$ cat src/verilog/rvPkg.sv
package rvPkg;

  // ==============================
  // Widths
  // ==============================

  localparam int WORD_SIZE = 32; // Data and address width of the core

  // ==============================
  // Opcodes
  // ==============================

  // Instruction classes understood by the execute stage
  typedef enum logic [6:0] {
    OPCODE_ALU     = 7'b0110011, // Register-register arithmetic
    OPCODE_ALU_IMM = 7'b0010011, // Register-immediate arithmetic
    OPCODE_AUIPC   = 7'b0010111, // Add upper immediate to pc
    OPCODE_BRANCH  = 7'b1100011, // Conditional branches
    OPCODE_JUMP    = 7'b1101111, // Unconditional jump
    OPCODE_LOAD    = 7'b0000011, // Load address generation
    OPCODE_STORE   = 7'b0100011  // Store address generation
  } opcodeE;

  // ==============================
  // Function fields
  // ==============================

  // funct7 selects the operation family inside OPCODE_ALU
  localparam logic [6:0] ADD_OR_AND_FUNCT7 = 7'b0000000;
  localparam logic [6:0] SUB_FUNCT7        = 7'b0100000;
  localparam logic [6:0] MUL_FUNCT7        = 7'b0000001;

  // funct3 for register-register operations under funct7 zero
  localparam logic [2:0] ADD_FUNCT3 = 3'b000;
  localparam logic [2:0] OR_FUNCT3  = 3'b110;
  localparam logic [2:0] AND_FUNCT3 = 3'b111;

  // funct3 for register-immediate operations
  localparam logic [2:0] ADDI_FUNCT3 = 3'b000;

  // funct3 for conditional branches, all compares unsigned
  localparam logic [2:0] BEQ_FUNCT3 = 3'b000;
  localparam logic [2:0] BNE_FUNCT3 = 3'b001;
  localparam logic [2:0] BLT_FUNCT3 = 3'b100;
  localparam logic [2:0] BGE_FUNCT3 = 3'b101;

endpackage
$ cat src/verilog/execIf.sv
`timescale 1ns/1ps

interface execIf;

  logic                        valid;  // Slot holds a real instruction
  rvPkg::opcodeE               opcode;
  logic [6:0]                  funct7;
  logic [2:0]                  funct3;
  logic [rvPkg::WORD_SIZE-1:0] pc;
  logic [rvPkg::WORD_SIZE-1:0] op1;
  logic [rvPkg::WORD_SIZE-1:0] op2;
  logic [rvPkg::WORD_SIZE-1:0] imm;

  // Data path view
  modport arith (input opcode, funct7, funct3, op1, op2, imm);

  // Target address and condition view
  modport branch (input opcode, funct3, pc, op1, op2, imm);

  // Result selection only needs the strobe and the class
  modport commit (input valid, opcode);

endinterface

$ cat src/verilog/executeStage.sv
`timescale 1ns/1ps

module executeStage (
  input  logic                        clk,
  input  logic                        arstN,
  input  logic                        inValid,
  input  logic [6:0]                  opcode,
  input  logic [6:0]                  funct7,
  input  logic [2:0]                  funct3,
  input  logic [rvPkg::WORD_SIZE-1:0] pc,
  input  logic [rvPkg::WORD_SIZE-1:0] op1,
  input  logic [rvPkg::WORD_SIZE-1:0] op2,
  input  logic [rvPkg::WORD_SIZE-1:0] imm,
  output logic                        outValid,
  output logic [rvPkg::WORD_SIZE-1:0] result,
  output logic [rvPkg::WORD_SIZE-1:0] newPc,
  output logic                        branchTaken
);

  logic [rvPkg::WORD_SIZE-1:0] aluResult;
  logic [rvPkg::WORD_SIZE-1:0] target;
  logic                        condition;

  execIf ex ();

  assign ex.valid  = inValid;
  assign ex.opcode = rvPkg::opcodeE'(opcode); // Raw bits onto the opcode enum
  assign ex.funct7 = funct7;
  assign ex.funct3 = funct3;
  assign ex.pc     = pc;
  assign ex.op1    = op1;
  assign ex.op2    = op2;
  assign ex.imm    = imm;

  // ==============================
  // Blocks
  // ==============================

  alu uAlu (
    .ex        (ex.arith),
    .aluResult (aluResult)
  );

  branchUnit uBranchUnit (
    .ex        (ex.branch),
    .target    (target),
    .condition (condition)
  );

  execCommit uExecCommit (
    .clk         (clk),
    .arstN       (arstN),
    .ex          (ex.commit),
    .aluResult   (aluResult),
    .target      (target),
    .condition   (condition),
    .outValid    (outValid),
    .result      (result),
    .newPc       (newPc),
    .branchTaken (branchTaken)
  );

endmodule

$ cat src/verilog/execCommit.sv
`timescale 1ns/1ps

module execCommit (
  input  logic                        clk,
  input  logic                        arstN,
  execIf.commit                       ex,
  input  logic [rvPkg::WORD_SIZE-1:0] aluResult,
  input  logic [rvPkg::WORD_SIZE-1:0] target,
  input  logic                        condition,
  output logic                        outValid,
  output logic [rvPkg::WORD_SIZE-1:0] result,
  output logic [rvPkg::WORD_SIZE-1:0] newPc,
  output logic                        branchTaken
);

  logic [rvPkg::WORD_SIZE-1:0] resultNext;
  logic                        takenNext;

  // ==============================
  // Selection
  // ==============================

  always_comb begin
    if (ex.opcode == rvPkg::OPCODE_AUIPC) begin
      resultNext = target; // pc plus immediate
    end else begin
      resultNext = aluResult;
    end
  end

  assign takenNext = condition & ex.valid; // Empty slots never redirect fetch

  // ==============================
  // Output register
  // ==============================

  always_ff @(posedge clk or negedge arstN) begin
    if (!arstN) begin
      outValid    <= 1'b0;
      branchTaken <= 1'b0;
      result      <= '0;
      newPc       <= '0;
    end else begin
      outValid    <= ex.valid;
      branchTaken <= takenNext;
      result      <= resultNext; // Follows the data path even in bubbles
      newPc       <= target;
    end
  end

endmodule

$ cat src/verilog/branchUnit.sv
`timescale 1ns/1ps

module branchUnit (
  execIf.branch                       ex,
  output logic [rvPkg::WORD_SIZE-1:0] target,
  output logic                        condition
);

  logic opEqual;
  logic opBelow;

  assign target = ex.pc + ex.imm; // Branch, jump and AUIPC all use this sum

  // Operands are unsigned words, so these are unsigned compares
  assign opEqual = (ex.op1 == ex.op2);
  assign opBelow = (ex.op1 < ex.op2);

  // ==============================
  // Condition decode
  // ==============================

  always_comb begin
    condition = 1'b0;

    case (ex.opcode)
      rvPkg::OPCODE_BRANCH: begin
        case (ex.funct3)
          rvPkg::BEQ_FUNCT3: begin
            condition = opEqual;
          end
          rvPkg::BNE_FUNCT3: begin
            condition = !opEqual;
          end
          rvPkg::BLT_FUNCT3: begin
            condition = opBelow;
          end
          rvPkg::BGE_FUNCT3: begin
            condition = !opBelow; // At or above
          end
          default: begin
            condition = 1'b0; // Unsupported branch kinds never fire
          end
        endcase
      end

      rvPkg::OPCODE_JUMP: begin
        condition = 1'b1;
      end

      default: begin
        condition = 1'b0;
      end
    endcase
  end

endmodule

$ cat src/verilog/alu.sv
`timescale 1ns/1ps

module alu (
  execIf.arith                        ex,
  output logic [rvPkg::WORD_SIZE-1:0] aluResult
);

  logic [rvPkg::WORD_SIZE-1:0] aluAdd;
  logic [rvPkg::WORD_SIZE-1:0] aluSub;
  logic [rvPkg::WORD_SIZE-1:0] aluMul;
  logic [rvPkg::WORD_SIZE-1:0] addrSum;

  assign aluAdd  = ex.op1 + ex.op2;
  assign aluSub  = ex.op1 - ex.op2;
  assign aluMul  = ex.op1 * ex.op2; // Low word of the product
  assign addrSum = ex.op1 + ex.imm; // Shared by loads, stores and addi

  // ==============================
  // Result decode
  // ==============================

  always_comb begin
    aluResult = '0; // Unlisted combinations give zero

    case (ex.opcode)
      rvPkg::OPCODE_ALU: begin
        case (ex.funct7)
          rvPkg::SUB_FUNCT7: begin
            aluResult = aluSub;
          end
          rvPkg::MUL_FUNCT7: begin
            aluResult = aluMul;
          end
          rvPkg::ADD_OR_AND_FUNCT7: begin
            case (ex.funct3)
              rvPkg::ADD_FUNCT3: aluResult = aluAdd;
              rvPkg::OR_FUNCT3:  aluResult = ex.op1 | ex.op2;
              rvPkg::AND_FUNCT3: aluResult = ex.op1 & ex.op2;
              default:           aluResult = '0;
            endcase
          end
          default: begin
            aluResult = '0;
          end
        endcase
      end

      rvPkg::OPCODE_ALU_IMM: begin
        if (ex.funct3 == rvPkg::ADDI_FUNCT3) begin
          aluResult = addrSum;
        end
      end

      rvPkg::OPCODE_LOAD,
      rvPkg::OPCODE_STORE: begin
        aluResult = addrSum; // Effective address
      end

      rvPkg::OPCODE_BRANCH: begin
        aluResult = aluSub; // Difference of the compared operands
      end

      default: begin
        aluResult = '0; // Jumps and AUIPC commit no ALU value
      end
    endcase
  end

endmodule

$ cat config.mk
export PLATFORM = sky130hd
export DESIGN_NAME = executeStage
export DESIGN_NICKNAME = d
export VERILOG_FILES = /design/src/verilog/rvPkg.sv /design/src/verilog/execIf.sv /design/src/verilog/executeStage.sv /design/src/verilog/execCommit.sv /design/src/verilog/branchUnit.sv /design/src/verilog/alu.sv
export SDC_FILE = /design/constraint.sdc
export NUM_CORES = 2
export LEC_CHECK = 0
export ABC_AREA = 0
export CORE_MARGIN = 2
export CORE_UTILIZATION = 29
export CTS_BUF_LIST = sky130_fd_sc_hd__clkbuf_16
export CTS_CLUSTER_SIZE = 14
export DETAILED_ROUTE_END_ITERATION = 6
export DONT_BUFFER_PORTS = 1
export GPL_ROUTABILITY_DRIVEN = 1
export HOLD_SLACK_MARGIN = 0.03
export PLACE_DENSITY = 0.44
export SYNTH_ARGS = -nofsm -noshare
export SYNTH_HDL_FRONTEND = slang
export SYNTH_SLANG_ARGS = --single-unit
$ cat constraint.sdc
create_clock -name clk -period 0.8 [get_ports clk]
set_input_delay 0.08 -clock clk [delete_from_list [all_inputs] [get_ports clk]]
set_output_delay 0.08 -clock clk [all_outputs]
set_load 0.005 [all_outputs]
== Word-level counts from Yosys, hierarchy flattened ==
Index checks and enable logic that the tools add are counted.

* Register bits: 66
* Latch bits: 0
* RAM bits: 0
* Bits in read-only memories: 0
* Bits of input ports: 148
* Output and inout port bits: 66
* Logic and storage cells: 40
* Memories: 0

* Add/sub/neg operators: 4
* $mul: 1
* Div/mod/pow operators: 0
* Order comparisons: 1
* Equal/unequal tests: 15
* Shift-type cells: 0
* Multiplexer cells: 7
* Bitwise operators: 3
* Reduce and logical (&&, ||, !) cells: 5

{| class="wikitable"
|+ Operators with widths
! operator !! number
|-
| 32-bit one-hot mux with 3 select lines || 2
|-
| 32-bit one-hot mux with 4 select lines || 1
|-
| 32-bit adder || 3
|-
| 32-bit 2-to-1 mux || 2
|-
| 32-bit AND || 1
|-
| 32-bit equality test || 1
|-
| 32-bit < comparator || 1
|-
| 32-bit by 32-bit multiplier with 32-bit output || 1
|-
| 32-bit bitwise OR || 1
|-
| 32-bit subtractor || 1
|-
| 7-bit by 6-bit equality test with 1-bit output (second input constant) || 3
|-
| 7-bit by 5-bit equality test with 1-bit output (second input constant) || 2
|-
| 7-bit equality test (second input constant) || 2
|-
| 3-bit equality test (second input constant) || 4
|-
| 7-bit by 1-bit equality test with 1-bit output (second input constant) || 1
|-
| 7-bit by 2-bit equality test with 1-bit output (second input constant) || 1
|-
| 7-bit zero test || 1
|-
| 1-bit one-hot mux with 4 select lines || 1
|-
| 3-bit by 1-bit equality test with 1-bit output (second input constant) || 1
|-
| 3-bit zero test || 1
|-
| 1-bit zero test || 2
|-
| 1-bit one-hot mux with 2 select lines || 1
|-
| 2-bit OR reduction || 1
|-
| 1-bit AND || 1
|}

== Longest topological paths before layout ==
* Word-level depth: 5
* Depth in mapped cells: 30
* Gate-level depth less buffers: 28

== Modules after synthesis ==
A second synthesis with hierarchy kept.

* Cell total of the unflattened synthesis: 3,125
* Area, all modules: 25,766.0 µm²

{| class="wikitable"
|+ By module, submodules not included
! module !! instances !! cells each !! area each (µm²) !! sequential area each (µm²)
|-
| alu || 1 || 2,694 || 21,321.7 || 0.0
|-
| branchUnit || 1 || 327 || 2,344.7 || 0.0
|-
| execCommit || 1 || 104 || 2,099.5 || 1,651.6
|}

== Worst setup path after synthesis ==
Ideal clock, no wire load.

* Path kind: in2reg
* Start point: input port op2[2] in the netlist's numbering
* End point: register uExecCommit.result[30] in the netlist's numbering
* Library setup time: 0.087 ns
* Arrival: 6.909 ns
* Data required time: 0.713 ns
* Slack: -6.195 ns
* Stages on the path: 28
* Path buffers: 2
* Cells stage by stage: clkbuf_1 -> inv_1 -> buf_1 -> nor2_1 -> fa_1 -> inv_1 -> fa_1 -> fa_1 -> fa_1 -> inv_1 -> fa_1 -> inv_1 -> fa_1 -> inv_1 -> fa_1 -> fa_1 -> ha_1 -> a21oi_1 -> o21bai_1 -> a221oi_1 -> o22ai_1 -> o21a_1 -> o21ai_0 -> nand2b_1 -> a211oi_1 -> a21oi_1 -> xnor2_1 -> o211ai_1

* Cells in the longest elaborated chain, start to end: 5
* Elaborated cells between the ends (all ways): 7
* Classes of those cells: add/sub (2); mul (1); mux (4)

{| class="wikitable"
|+ Ends and longest elaborated chain
! what !! line !! source
|-
| from (decl) || executeStage.sv:12 || <nowiki>input logic [rvPkg::WORD_SIZE-1:0] op2,</nowiki>
|-
| parallel branches: the longest is 3 deep, another holds 32-bit by 32-bit multiplier with 32-bit output || n/a ||
|-
| 32-bit one-hot mux with 4 select lines * || alu.sv:25 || <nowiki>case (ex.opcode)</nowiki>
|-
| 32-bit 2-to-1 mux * || execCommit.sv:24 || <nowiki>if (ex.opcode == rvPkg::OPCODE_AUIPC) begin</nowiki>
|-
| via uExecCommit.resultNext (one bit) || execCommit.sv:16 || <nowiki>logic [rvPkg::WORD_SIZE-1:0] resultNext;</nowiki>
|-
| to (signal assigned) || execCommit.sv:46 || <nowiki>result <= resultNext;</nowiki>
|-
| to (decl) || execCommit.sv:11 || <nowiki>output logic [rvPkg::WORD_SIZE-1:0] result,</nowiki>
|}

Mark *: on every way through the listed nets, which the timed path passes.

== Worst setup path after layout ==
* Start point: input port op2[6] in the netlist's numbering
* End point: register uExecCommit.result[31] in the netlist's numbering

The elaborated chain is that of the path after synthesis.

==> flow_summary.json <==
{
  "ioPinCount": 214,
  "path_clk_slew_ns": 0.07,
  "cap_violations": 0,
  "grt_pass1_vias": 25500,
  "p_int_w": 0.0826,
  "drt_pass1_iterations": 6,
  "path_max_fanout": 7,
  "clockBufferDepth": 2,
  "yosys_warnings": 0,
  "ys_seq_area_share_pct": 6.67,
  "initialDrtViolationCount": 1790,
  "power.density_nw_per_um2": 4750,
  "dp.final_hpwl_um": 97600,
  "critPathArrivalTime_ns": 6.61,
  "setup_violations": 128,
  "fp.dieW_um": 296,
  "fin_crit_ns": 6.38,
  "fin_hold_ws_ns": -0.602,
  "syn_inst": 2979,
  "gp_congestion": 0.946,
  "slew_headroom_pct": 62.5,
  "netlist_area_um2": 24800,
  "power_frac_seq_pct": 2.4,
  "synth.distinct_cells": 92,
  "cts.sinks": 66,
  "synth_flop_cell": "dfrtp_1",
  "overflow": 0,
  "grt_start_max_net_pins": 67,
  "final_max_slew_viol_count": 0,
  "fmax_mhz": 157,
  "fin_cells": 4727,
  "cts_tree": "done",
  "drive_above_1_share_pct": 31.1,
  "initial_core_util_pct": 29.2,
  "antenna_found_initial": 7,
  "grt_util_all_layers_pct": 26.8,
  "fin_ws_ns": -5.58,
  "ctsHoldBuffers": 3,
  "drc_errors": 0,
  "vias": 23900,
  "min_path_type": "in -> async",
  "pwr-share-comb_pct": 94.5,
  "final_common_cell": "buf_4",
  "rows": 107,
  "critical_path_class": "in -> reg",
  "nets": 4418,
  "fin_crit_sh_pct": 797,
  "switching_share_pct": 49.3,
  "grt_pass1_wl_um": 171000,
  "root_buffer": "clkbuf_16",
  "ys_async_sr_fraction_pct": 100,
  "hold_viol": 66,
  "wirelength_um": 116000,
  "dieArea_um2": 87700,
  "violations": "hold timing, setup timing",
  "tightestPinTransition_ns": 0.558,
  "cts_buffers": 9,
  "viasPerCell": 5.05,
  "fin_setup_tns_ns": -167.01,
  "synth_edf_count": 0,
  "syn_to_final_growth_pct": 38.5,
  "die_h_um": 296,
  "status": "finished with violations",
  "dp.cells": 4664,
  "syn-num-nets": 3820,
  "crit_path_start_kind": "primary input",
  "ys_seq_elements": 66,
  "leakage_nw": 16.2,
  "cp-end-kind": "flop",
  "avgSynthCellArea_um2": 8.31,
  "port_buffers": 0,
  "layout_common_cells": "buf_4 (632), inv_1 (449), fa_1 (386)",
  "post_drt_wl_per_cell_um": 24.5,
  "core_um2": 84900,
  "htree_levels": 3,
  "p_sw_w": 0.0803,
  "pwr-share-clk_pct": 3.0,
  "rsz0062_at_grt": "yes",
  "ir_drop_v": 0.00547,
  "worstPathRequired_ns": 1.03,
  "drtAntennaViolNets": 0
}
[repair_timing]
action                     CTS  global route
hold endpoints to repair    70            66
pin swaps                  130           107
buffers inserted            37            18
cloned                       1             0
setup endpoints to repair  128           127
gates resized for setup    295           107
[critical path: stages]
cell        delay, ns
clkinvlp_4       0.08
buf_12           0.13
nor2_4           0.04
fa_1             0.56
fa_2             0.45
fa_1             0.52
inv_1            0.05
fa_1             0.47
inv_1            0.05
fa_1             0.47
inv_1            0.05
fa_1             0.48
inv_1            0.05
fa_2             0.54
fa_2             0.45
ha_4             0.19
a21oi_4          0.15
buf_4            0.13
a21oi_1          0.07
a211oi_2         0.29
nand2_1          0.14
a21oi_4          0.22
o21ai_2          0.09
a21o_1           0.19
a21oi_2          0.18
xnor2_2          0.12
a32oi_1          0.24
o2111ai_1        0.15
[synth_stat cells, types with 39 or more instances]
library cell / instances / area share, %
xor2_1: 46 / 1.6
xnor2_1: 142 / 5.0
nand3_1: 39 / 0.79
nor2_1: 401 / 6.1
dfrtp_1: 66 / 6.7
nand2_1: 304 / 4.6
clkbuf_1: 90 / 1.4
fa_1: 412 / 33
a21oi_1: 152 / 3.1
inv_1: 484 / 7.3
ha_1: 281 / 14
o21ai_0: 99 / 2.0
[power by group through the flow]
stage,Combinational (W),Clock [W],Sequential [W]
final,0.154,0.00496,0.00397
after global routing,0.161,0.00522,0.00399
after CTS,0.146,0.00504,0.00398
after detailed placement,0.124,0,0.00403
after global placement,0.122,0,0.00405
after floorplan,0.0849,0,0.00393
[layout make-up]
cell class	instances	area [um2]
Clock inverter	7	125
Sequential cell	66	1650
Timing Repair inverter	1	7.51
Timing Repair Buffer	706	5730
Antenna cell	1	2.50
Fill cell	8619	50600
Tap cell	1144	1430
Inverter	504	2070
Clock buffer	9	225
Multi-Input combinational cell	2289	23000
[per-stage QoR]
stage	worst slack [ns]	total power, W	hold slack, ns	instance area (um2)	util, %
CTS	-5.57	0.155	-0.622	33700	39.7
finish	-5.58	0.163	-0.602	34300	40.4
detailed placement	-6.08	0.128	-0.214	31600	37.2
floorplan	-5.51	0.0888	-0.216	26000	-
global placement	-6.00	0.127	-0.214	31600	37.2
global route	-5.78	0.171	-0.620	34300	40.4
[registers in the layout, indices dropped and copies added (netlist names)]
| name | count |
|---|---|
| uExecCommit.result | 32 |
| uExecCommit.outValid | 1 |
| uExecCommit.branchTaken | 1 |
| uExecCommit.newPc | 32 |
[kinds of logic (layout without fill, tap and decap cells)]
logic type                 after synthesis  in the layout  share of synthesized area, %
muxes                                   10             10                         0.409
buffers and inverters                  624           1227                          9.58
DFF                                     66             66                          6.67
and+or+nand+nor                        865            865                          14.7
other                                    0              1                             0
adders and majority gates              693            693                          47.5
AOI/OAI and AO/OA                      533            533                          14.4
xor gates and xnor gates               188            188                          6.65
[routing by layer]
metal / part of all wire (%) / track usage (%)
met3: 6.3 / 4.09
met1: 42 / 34.7
met2: 50 / 46.9
met5: 0.011 / 0
met4: 2.6 / 6.09
[path summary, 6_finish.rpt]
kind                         from                endpoint  slack (ns)  cells past startpoint
setup / recovery           op2[6]  uExecCommit.result[31]       -5.58                     28
hold / removal              arstN   uExecCommit.newPc[27]       -0.60                      0
max in group asynchronous   arstN   uExecCommit.result[7]        1.26                      0
min in group clk           imm[0]   uExecCommit.result[0]        0.06                      3
Power figures use the tool's default switching activity.
